==> src/design/xv_pkg.sv <==
`default_nettype none

package xv_pkg;
    // vram geometry
    localparam int VRAM_AW = 8;                 // word address, 256 words
    localparam int VRAM_DW = 16;                // word width

    // horizontal raster, in pixels
    localparam int H_VISIBLE = 8;
    localparam int H_FRONT   = 1;
    localparam int H_SYNC    = 2;
    localparam int H_BACK    = 1;
    localparam int H_TOTAL   = H_VISIBLE + H_FRONT + H_SYNC + H_BACK;

    // vertical raster, in lines
    localparam int V_VISIBLE = 4;
    localparam int V_FRONT   = 1;
    localparam int V_SYNC    = 1;
    localparam int V_BACK    = 1;
    localparam int V_TOTAL   = V_VISIBLE + V_FRONT + V_SYNC + V_BACK;

    localparam int H_CW = $clog2(H_TOTAL);      // horizontal counter width
    localparam int V_CW = $clog2(V_TOTAL);      // vertical counter width

    // host register numbers
    localparam logic [3:0] REG_ADDR = 4'h0;     // address pointer
    localparam logic [3:0] REG_DATA = 4'h1;     // data write / read latch
    localparam logic [3:0] REG_CTRL = 4'h3;     // control and status

    // bus encodings
    localparam logic CS_ENABLED  = 1'b0;        // bus_cs_n_i active level
    localparam logic RNW_READ    = 1'b1;
    localparam logic RNW_WRITE   = 1'b0;
    localparam logic SYNC_ACTIVE = 1'b0;        // both syncs active low
endpackage

`default_nettype wire

==> src/design/xv_vram.sv <==
`default_nettype none
`timescale 1ns/1ns

module xv_vram (
    input  logic                        clk,
    input  logic                        sel_i,      // port enable
    input  logic                        wr_en_i,
    input  logic [xv_pkg::VRAM_AW-1:0]  addr_i,     // word address
    input  logic [xv_pkg::VRAM_DW-1:0]  wdata_i,
    output logic [xv_pkg::VRAM_DW-1:0]  rdata_o     // valid the cycle after sel_i
);
    import xv_pkg::*;

    logic [VRAM_DW-1:0] mem [0:(1 << VRAM_AW) - 1];     // maps to block ram

    always_ff @(posedge clk) begin
        if (sel_i) begin
            if (wr_en_i) begin
                mem[addr_i] <= wdata_i;
            end
            rdata_o <= mem[addr_i];     // old word on a write
        end
    end

endmodule

`default_nettype wire

==> src/design/xv_vram_ctrl.sv <==
`default_nettype none
`timescale 1ns/1ns

module xv_vram_ctrl (
    input  logic                        clk,
    input  logic                        rst_n_i,
    input  logic                        vid_rd_i,       // video fetch, always wins
    input  logic [xv_pkg::VRAM_AW-1:0]  vid_addr_i,
    input  logic                        bus_wr_req_i,   // level until ack
    input  logic                        bus_rd_req_i,   // level until ack
    input  logic [xv_pkg::VRAM_AW-1:0]  bus_addr_i,
    input  logic [xv_pkg::VRAM_DW-1:0]  bus_wdata_i,
    output logic                        bus_ack_o,      // pulse in the grant cycle
    output logic                        bus_rd_valid_o, // mem_rdata_o is the bus word
    output logic [xv_pkg::VRAM_DW-1:0]  mem_rdata_o
);
    import xv_pkg::*;

    logic               bus_grant;  // bus owns the port this cycle
    logic               mem_sel;
    logic               mem_wr;
    logic [VRAM_AW-1:0] mem_addr;
    logic               rd_valid_q;

    always_comb begin
        bus_grant = !vid_rd_i && (bus_wr_req_i || bus_rd_req_i);   // free cycles only
        mem_sel   = vid_rd_i || bus_grant;
        mem_wr    = bus_grant && bus_wr_req_i;
        mem_addr  = vid_rd_i ? vid_addr_i : bus_addr_i;
    end

    // mark the word returning from a bus read
    always_ff @(posedge clk or negedge rst_n_i) begin
        if (!rst_n_i) begin
            rd_valid_q <= 1'b0;
        end else begin
            rd_valid_q <= bus_grant && bus_rd_req_i;
        end
    end

    xv_vram vram0 (
        .clk     (clk),
        .sel_i   (mem_sel),
        .wr_en_i (mem_wr),
        .addr_i  (mem_addr),
        .wdata_i (bus_wdata_i),     // only the bus writes
        .rdata_o (mem_rdata_o)
    );

    assign bus_ack_o      = bus_grant;
    assign bus_rd_valid_o = rd_valid_q;

endmodule

`default_nettype wire

==> src/design/xv_bus_regs.sv <==
`default_nettype none
`timescale 1ns/1ns

module xv_bus_regs (
    input  logic                        clk,            // pixel clock
    input  logic                        rst_n_i,
    input  logic                        bus_cs_n_i,     // one-cycle select strobe
    input  logic                        bus_rd_nwr_i,   // 1 read, 0 write
    input  logic [3:0]                  bus_reg_num_i,
    input  logic                        bus_bytesel_i,  // 0 even (high), 1 odd (low)
    input  logic [7:0]                  bus_data_i,
    input  logic                        bus_ack_i,      // request served this cycle
    input  logic                        bus_rd_valid_i, // mem_rdata_i holds our word
    input  logic [xv_pkg::VRAM_DW-1:0]  mem_rdata_i,
    output logic [7:0]                  bus_data_o,
    output logic                        bus_wr_req_o,
    output logic                        bus_rd_req_o,
    output logic [xv_pkg::VRAM_AW-1:0]  bus_addr_o,
    output logic [xv_pkg::VRAM_DW-1:0]  bus_wdata_o,
    output logic                        video_ena_o
);
    import xv_pkg::*;

    logic               wr_stb;     // host write this cycle
    logic               rd_stb;     // host read this cycle
    logic               busy;       // a vram request is still pending
    logic               addr_wr;    // accepted pointer write
    logic               data_wr;    // accepted data write
    logic               ctrl_wr;
    logic [7:0]         hi_q;       // pending even byte
    logic [VRAM_AW-1:0] addr_q;     // address pointer
    logic [VRAM_DW-1:0] wdata_q;    // assembled write word
    logic [VRAM_DW-1:0] latch_q;    // read latch
    logic               wr_req_q;
    logic               rd_req_q;
    logic               ena_q;      // video enable
    logic [7:0]         rdata_q;    // host read register

    always_comb begin
        wr_stb  = (bus_cs_n_i == CS_ENABLED) && (bus_rd_nwr_i == RNW_WRITE);
        rd_stb  = (bus_cs_n_i == CS_ENABLED) && (bus_rd_nwr_i == RNW_READ);
        busy    = wr_req_q || rd_req_q;
        // pointer and data writes dropped while a request waits
        addr_wr = wr_stb && !busy && (bus_reg_num_i == REG_ADDR);
        data_wr = wr_stb && !busy && (bus_reg_num_i == REG_DATA);
        ctrl_wr = wr_stb && (bus_reg_num_i == REG_CTRL) && bus_bytesel_i;  // bit 0 in odd byte
    end

    // request levels, pointer and enable
    always_ff @(posedge clk or negedge rst_n_i) begin
        if (!rst_n_i) begin
            addr_q   <= '0;
            wr_req_q <= 1'b0;
            rd_req_q <= 1'b0;
            ena_q    <= 1'b0;
        end else begin
            if (bus_ack_i) begin            // level drops the cycle after ack
                wr_req_q <= 1'b0;
                rd_req_q <= 1'b0;
                if (wr_req_q) begin
                    addr_q <= addr_q + 1'b1;    // post-write increment, wraps at 255
                end
            end
            if (addr_wr && bus_bytesel_i) begin
                addr_q   <= VRAM_AW'({hi_q, bus_data_i});  // bits past the vram dropped
                rd_req_q <= 1'b1;           // prefetch into the latch
            end
            if (data_wr && bus_bytesel_i) begin
                wr_req_q <= 1'b1;
            end
            if (ctrl_wr) begin
                ena_q <= bus_data_i[0];
            end
        end
    end

    // data path
    always_ff @(posedge clk) begin
        if ((addr_wr || data_wr) && !bus_bytesel_i) begin
            hi_q <= bus_data_i;             // even byte waits for its partner
        end
        if (data_wr && bus_bytesel_i) begin
            wdata_q <= {hi_q, bus_data_i};
        end
        if (bus_rd_valid_i) begin
            latch_q <= mem_rdata_i;         // word from the prefetch
        end
    end

    // host read mux, registered and held between reads
    always_ff @(posedge clk or negedge rst_n_i) begin
        if (!rst_n_i) begin
            rdata_q <= 8'h00;
        end else if (rd_stb) begin
            case (bus_reg_num_i)
                REG_DATA: rdata_q <= bus_bytesel_i ? latch_q[7:0] : latch_q[15:8];
                REG_CTRL: rdata_q <= bus_bytesel_i ? {6'b000000, ena_q, busy} : 8'h00;
                default:  rdata_q <= 8'h00;
            endcase
        end
    end

    assign bus_data_o   = rdata_q;
    assign bus_wr_req_o = wr_req_q;
    assign bus_rd_req_o = rd_req_q;
    assign bus_addr_o   = addr_q;
    assign bus_wdata_o  = wdata_q;
    assign video_ena_o  = ena_q;

endmodule

`default_nettype wire

==> src/design/xv_video_gen.sv <==
`default_nettype none
`timescale 1ns/1ns

module xv_video_gen (
    input  logic                        clk,            // pixel clock
    input  logic                        rst_n_i,
    input  logic                        enable_i,       // video enable from control reg
    input  logic [xv_pkg::VRAM_DW-1:0]  vram_data_i,    // word fetched last cycle
    output logic                        vid_rd_o,       // fetch request, wins the vram
    output logic [xv_pkg::VRAM_AW-1:0]  vid_addr_o,
    output logic [3:0]                  red_o,
    output logic [3:0]                  green_o,
    output logic [3:0]                  blue_o,
    output logic                        hsync_o,
    output logic                        vsync_o,
    output logic                        dv_de_o
);
    import xv_pkg::*;

    logic [H_CW-1:0] h_cnt;     // pixel in line
    logic [V_CW-1:0] v_cnt;     // line in frame
    logic            de_now;    // visible at the counters
    logic            hs_now;    // in horizontal sync window
    logic            vs_now;    // in vertical sync window
    logic            de_q1;     // stage 1, aligned with returning data
    logic            hs_q1;
    logic            vs_q1;
    logic            fetch_q1;  // word on vram_data_i is ours

    // raster counters, free running
    always_ff @(posedge clk or negedge rst_n_i) begin
        if (!rst_n_i) begin
            h_cnt <= '0;
            v_cnt <= '0;
        end else if (h_cnt == H_CW'(H_TOTAL - 1)) begin
            h_cnt <= '0;
            if (v_cnt == V_CW'(V_TOTAL - 1)) begin
                v_cnt <= '0;
            end else begin
                v_cnt <= v_cnt + 1'b1;
            end
        end else begin
            h_cnt <= h_cnt + 1'b1;
        end
    end

    always_comb begin
        de_now = (h_cnt < H_CW'(H_VISIBLE)) && (v_cnt < V_CW'(V_VISIBLE));
        hs_now = (h_cnt >= H_CW'(H_VISIBLE + H_FRONT)) &&
                 (h_cnt <  H_CW'(H_VISIBLE + H_FRONT + H_SYNC));
        vs_now = (v_cnt >= V_CW'(V_VISIBLE + V_FRONT)) &&
                 (v_cnt <  V_CW'(V_VISIBLE + V_FRONT + V_SYNC));
        // one fetch per visible pixel, none while disabled
        vid_rd_o   = de_now && enable_i;
        vid_addr_o = VRAM_AW'(v_cnt * H_VISIBLE + h_cnt);   // scan order, base 0
    end

    // pipeline, latency 2 from counters to pins
    always_ff @(posedge clk or negedge rst_n_i) begin
        if (!rst_n_i) begin
            de_q1    <= 1'b0;
            hs_q1    <= ~SYNC_ACTIVE;
            vs_q1    <= ~SYNC_ACTIVE;
            fetch_q1 <= 1'b0;
            dv_de_o  <= 1'b0;
            hsync_o  <= ~SYNC_ACTIVE;
            vsync_o  <= ~SYNC_ACTIVE;
            red_o    <= 4'h0;
            green_o  <= 4'h0;
            blue_o   <= 4'h0;
        end else begin
            de_q1    <= de_now;
            hs_q1    <= hs_now ? SYNC_ACTIVE : ~SYNC_ACTIVE;
            vs_q1    <= vs_now ? SYNC_ACTIVE : ~SYNC_ACTIVE;
            fetch_q1 <= vid_rd_o;
            dv_de_o  <= de_q1;
            hsync_o  <= hs_q1;
            vsync_o  <= vs_q1;
            if (fetch_q1) begin             // 12-bit rgb in the low bits
                red_o   <= vram_data_i[11:8];
                green_o <= vram_data_i[7:4];
                blue_o  <= vram_data_i[3:0];
            end else begin                  // blanking or disabled
                red_o   <= 4'h0;
                green_o <= 4'h0;
                blue_o  <= 4'h0;
            end
        end
    end

endmodule

`default_nettype wire

==> src/design/xv_top.sv <==
`default_nettype none
`timescale 1ns/1ns

module xv_top (
    input  logic        clk,            // pixel clock
    input  logic        rst_n_i,
    input  logic        bus_cs_n_i,     // register select strobe, active low
    input  logic        bus_rd_nwr_i,   // 1 read, 0 write
    input  logic [3:0]  bus_reg_num_i,
    input  logic        bus_bytesel_i,  // 0 even byte, 1 odd byte
    input  logic [7:0]  bus_data_i,
    output logic [7:0]  bus_data_o,
    output logic [3:0]  red_o,
    output logic [3:0]  green_o,
    output logic [3:0]  blue_o,
    output logic        hsync_o,
    output logic        vsync_o,
    output logic        dv_de_o         // display enable
);
    import xv_pkg::*;

    logic               video_ena;      // control reg bit 0
    logic               bus_wr_req;
    logic               bus_rd_req;
    logic [VRAM_AW-1:0] bus_addr;
    logic [VRAM_DW-1:0] bus_wdata;
    logic               bus_ack;
    logic               bus_rd_valid;
    logic               vid_rd;
    logic [VRAM_AW-1:0] vid_addr;
    logic [VRAM_DW-1:0] mem_rdata;      // shared by both requesters

    xv_bus_regs bus_regs0 (
        .clk            (clk),
        .rst_n_i        (rst_n_i),
        .bus_cs_n_i     (bus_cs_n_i),
        .bus_rd_nwr_i   (bus_rd_nwr_i),
        .bus_reg_num_i  (bus_reg_num_i),
        .bus_bytesel_i  (bus_bytesel_i),
        .bus_data_i     (bus_data_i),
        .bus_ack_i      (bus_ack),
        .bus_rd_valid_i (bus_rd_valid),
        .mem_rdata_i    (mem_rdata),
        .bus_data_o     (bus_data_o),
        .bus_wr_req_o   (bus_wr_req),
        .bus_rd_req_o   (bus_rd_req),
        .bus_addr_o     (bus_addr),
        .bus_wdata_o    (bus_wdata),
        .video_ena_o    (video_ena)
    );

    xv_video_gen video_gen0 (
        .clk         (clk),
        .rst_n_i     (rst_n_i),
        .enable_i    (video_ena),
        .vram_data_i (mem_rdata),
        .vid_rd_o    (vid_rd),
        .vid_addr_o  (vid_addr),
        .red_o       (red_o),
        .green_o     (green_o),
        .blue_o      (blue_o),
        .hsync_o     (hsync_o),
        .vsync_o     (vsync_o),
        .dv_de_o     (dv_de_o)
    );

    xv_vram_ctrl vram_ctrl0 (
        .clk            (clk),
        .rst_n_i        (rst_n_i),
        .vid_rd_i       (vid_rd),
        .vid_addr_i     (vid_addr),
        .bus_wr_req_i   (bus_wr_req),
        .bus_rd_req_i   (bus_rd_req),
        .bus_addr_i     (bus_addr),
        .bus_wdata_i    (bus_wdata),
        .bus_ack_o      (bus_ack),
        .bus_rd_valid_o (bus_rd_valid),
        .mem_rdata_o    (mem_rdata)
    );

endmodule

`default_nettype wire

==> config.mk <==
export PLATFORM = sky130hd
export DESIGN_NAME = xv_top
export DESIGN_NICKNAME = d
export VERILOG_FILES = /design/src/design/xv_pkg.sv /design/src/design/xv_vram.sv /design/src/design/xv_vram_ctrl.sv /design/src/design/xv_bus_regs.sv /design/src/design/xv_video_gen.sv /design/src/design/xv_top.sv
export SDC_FILE = /design/constraint.sdc
export NUM_CORES = 2
export LEC_CHECK = 0
export BUFFER_PORTS_ARGS = -buffer_cell sky130_fd_sc_hd__buf_2
export CAP_MARGIN = 5
export CORE_UTILIZATION = 55
export DETAILED_ROUTE_END_ITERATION = 6
export PLACE_DENSITY = 0.76
export SLEW_MARGIN = 20
export SYNTH_ARGS = -nofsm -noshare
export SYNTH_HDL_FRONTEND = slang
export SYNTH_SLANG_ARGS = --single-unit
==> constraint.sdc <==
create_clock -name clk -period 4.4 [get_ports clk]
set_input_delay 1.1 -clock clk [delete_from_list [all_inputs] [get_ports clk]]
set_output_delay 1.1 -clock clk [all_outputs]
set_load 0.03 [all_outputs]
==> impl_metrics.toml <==
[status]
status = "completed"

[routing]
drt_iter0_drc = 13570
drt-pass1-iter-count = 7
wirelength_mm = 423.7
wl_per_cell_microns = 29.82
ant_nets = 0
routed_via_density = 6.413
route.detailed.drc = 0
via_count = 91140

[final_layout]
fin_util_pct = 63.19
final_common_cell = "edfxtp_1"
final_cell_mix = "edfxtp_1 (4,152), mux2i_1 (1,673), o22ai_1 (831), nand2_1 (674), buf_4 (638)"
layout.nets = 9996
fill_cells = 19490
multiInputGateArea_sq_mm = 0.03306
final-seq-area_sq_mm = 0.1258
drive_gt1_share_pct = 14.63
syn_to_final_growth_pct = 14.15

[grt]
grt_pass1_wl_mm = 604.1
grt_max_degree = 167
grt_overflow = 0
antenna_found_initial = 17
grt_pass1_vias = 88630
grt_usage_pct = 28.14

[synthesis]
async_flop_share_pct = 1.096
yosys_register_bits = 4198
yosys_warnings = 0
yosys_most_used_dff = "edfxtp_1"
netlist_instances = 9348
synth_edf_count = 4152
ys_types = 54
avgSynthCellArea_sq_um = 17.25
syn_nets = 9371
syn_area_sq_mm = 0.1613
seq_area_frac_synth_pct = 78.03

[clock_tree]
cts_buffer_depth = 4
numCtsBuffers = 404
clkSinkCount = 4198
clk_pin_slew_ns = 0.06
clk_latency_ns = 0.94
root_buffer = "clkbuf_16"
cts_tree = "built"
htreeDepth = 5

[place]
dp_hpwl_mm = 249.8
place.gp.congestion = 0.9082
io_buffers = 39

[power_and_ir_drop]
p_sw_share_pct = 26.08
vdd_drop_max_mv = 0.5455
power_w = 0.09324
internal_power_w = 0.06892
cellLeakagePower_nw = 66.87
power.density_mw_per_mm2 = 506.5
p_seq_share_pct = 46.6
clkPwrFrac_pct = 36.7
comb_power_share_pct = 16.8
p_sw_w = 0.02431

[timing]
fin_hold_ws_ns = 0.3558
final.period_utilization_pct = 99.81
setup_viol = 0
tightest_slew_ns = 1.187
finalClockSkew_ns = 0.07184
rsz0062_at_grt = "true"
report.final.hold_viol_count = 0
period_needed_ns = 4.391
final_max_slew_viol_count = 0
maxSlewHeadroom_pct = 20.87
finalSetupTns_ns = 0
fmax_ghz = 0.2277

[floorplanning]
initial_core_util_pct = 55.35
coreArea_sq_mm = 0.2913
die_w_microns = 543.5
num_io_pins = 40
std_cell_rows = 198
die_h_microns = 543.5
dieArea_sq_mm = 0.2954

[setup_path]
r2r-end = "vram_ctrl0.vram0.rdata_o[12]"
cp_max_fo = 28
worstSetupStartpointType = "flip-flop"
cp_cell_sequence = "or3b_1 -> buf_4 -> mux2i_4 -> nand2b_4 -> buf_4 -> o22ai_1 -> nor4_1 -> o22ai_1 -> o21ai_2 -> buf_4 -> nand4_1"
cp.arrival_ns = 5.05
critical_path.endpoint_type = "flip-flop"
slowest_stage = "nor4_1"
reg2reg_depth = 11
path_delay_family = "simple AND/OR/NAND/NOR gates"
slowest_delay_ns = 0.54
required_ns = 5.06
timing.critical_path.buf_inv = 3
crit_type = "flip-flop to flip-flop"
r2r_start = "video_gen0.h_cnt[3]"
r2r_slack_ns = 0.009
crit_top_cell = "buf_4"

[worst_hold_path]
min_from = "video_gen0.de_q1"
worstHoldPathCells = 0
min_to = "video_gen0.dv_de_o"
min_path_type = "flip-flop to flip-flop"

[job]
cap_violations = 0
worst register-to-register path, stage by stage, from the launching register on:
cell      delay, ns
dfrtp_1        0.38
or3b_1         0.46
buf_4          0.23
mux2i_4        0.51
nand2b_4       0.41
buf_4          0.47
o22ai_1        0.24
nor4_1         0.54
o22ai_1        0.25
o21ai_2        0.33
buf_4          0.19
nand4_1        0.11
final cells by class:
| cell class | instances | area share (%) |
|---|---|---|
| Tap cell | 3900 | 2.651 |
| Timing Repair Buffer | 788 | 3.921 |
| Multi-Input combinational cell | 4575 | 17.96 |
| Clock buffer | 472 | 5.670 |
| Clock inverter | 264 | 1.421 |
| Inverter | 6 | 0.01495 |
| Antenna cell | 8 | 0.01087 |
| Sequential cell | 4198 | 68.35 |
power by group through the flow:
stage               clock network [W]  registers (W)  logic (W)
floorplan                           0         0.0443    0.00947
global placement                    0         0.0443     0.0149
detailed placement                  0         0.0443     0.0151
CTS                            0.0344         0.0434     0.0153
global route                   0.0359         0.0434     0.0162
finish                         0.0342         0.0434     0.0156
stage by stage:
stage / setup slack [ns] / cell area, sq um / cells
6_report: 0.008556 / 184100 / 14210
5_1_grt: -0.02325 / 184100 / 14210
4_1_cts: 0.01175 / 183900 / 14200
3_5_place_dp: -0.4721 / 170700 / 13460
3_3_place_gp: -0.3405 / 170700 / 13460
2_1_floorplan: 0.2993 / 161300 / 9348
logic make-up after synthesis:
kind of cell,count (synthesis),share of synthesized area [%]
flops,4198,78.03
mux,1778,11.12
compound gates,1418,5.260
simple gates,1369,3.861
buf+inv,575,1.659
fa+ha+maj,6,0.04655
xor+xnor,4,0.02173
cell usage after synthesis, drive strengths merged, types with 5 or more instances:
cell type	count	area, sq um
a211oi	16	120.1
o221ai	16	140.1
a222oi	32	320.3
mux2	101	1137
mux2i	1677	16800
edfxtp	4152	124700
nor4b	32	280.3
clkbuf	276	1036
and3	5	31.28
a21oi	292	1461
nor3	21	105.1
o22ai	832	5205
nand3	5	25.02
ha	6	75.07
nor2	296	1111
dfrtp	42	1051
or3	6	37.54
nor4	212	1326
or4	32	240.2
inv	6	27.53
o21ai	198	991.0
nand4	48	300.3
and2	14	87.58
buf	293	1612
nand2b	7	43.79
a21boi	16	120.1
nand2	678	2545
sequential cells by signal (all words and copies together), names as in the netlist, 3 cells and up:
| signal | count |
|---|---|
| bus_regs0.bus_addr_o | 8 |
| bus_regs0.bus_data_o | 8 |
| bus_regs0.bus_wdata_o | 16 |
| bus_regs0.hi_q | 8 |
| bus_regs0.latch_q | 16 |
| video_gen0.blue_o | 4 |
| video_gen0.green_o | 4 |
| video_gen0.h_cnt | 4 |
| video_gen0.red_o | 4 |
| video_gen0.v_cnt | 3 |
| vram_ctrl0.vram0.mem | 4096 |
| vram_ctrl0.vram0.rdata_o | 16 |
metal layers:
metal / vias up / wire, microns / track usage, %
li1: 38380 / - / -
met1: 45940 / 156100 / 38.04
met2: 5743 / 199100 / 44.37
met3: 1066 / 44010 / 4.623
met4: 6 / 24500 / 14.61
met5: - / 35 / 0
repair_timing:
item	CTS	global route
pin swaps	0	3
gates resized for setup	11	20
setup endpoints to repair	6	14
hold buffers	1	0
buffers inserted	2	5
cloned	1	1
endpoints found under the hold margin	7	0
worst max path at each step:
stage / startpoint / endpoint / slack, ns / depth (start not counted)
global route: video_gen0.h_cnt[3] / vram_ctrl0.vram0.rdata_o[11] / -0.02 / 14
floorplan: video_gen0.h_cnt[3] / vram_ctrl0.vram0.mem[183][0] / 0.30 / 9
global placement: video_gen0.h_cnt[3] / vram_ctrl0.vram0.rdata_o[12] / -0.34 / 13
detailed placement: video_gen0.h_cnt[3] / vram_ctrl0.vram0.rdata_o[12] / -0.47 / 13
finish: video_gen0.h_cnt[3] / vram_ctrl0.vram0.rdata_o[12] / 0.009 / 11
CTS: video_gen0.h_cnt[3] / vram_ctrl0.vram0.rdata_o[11] / 0.01 / 12
(Power assumes the default switching activity.)
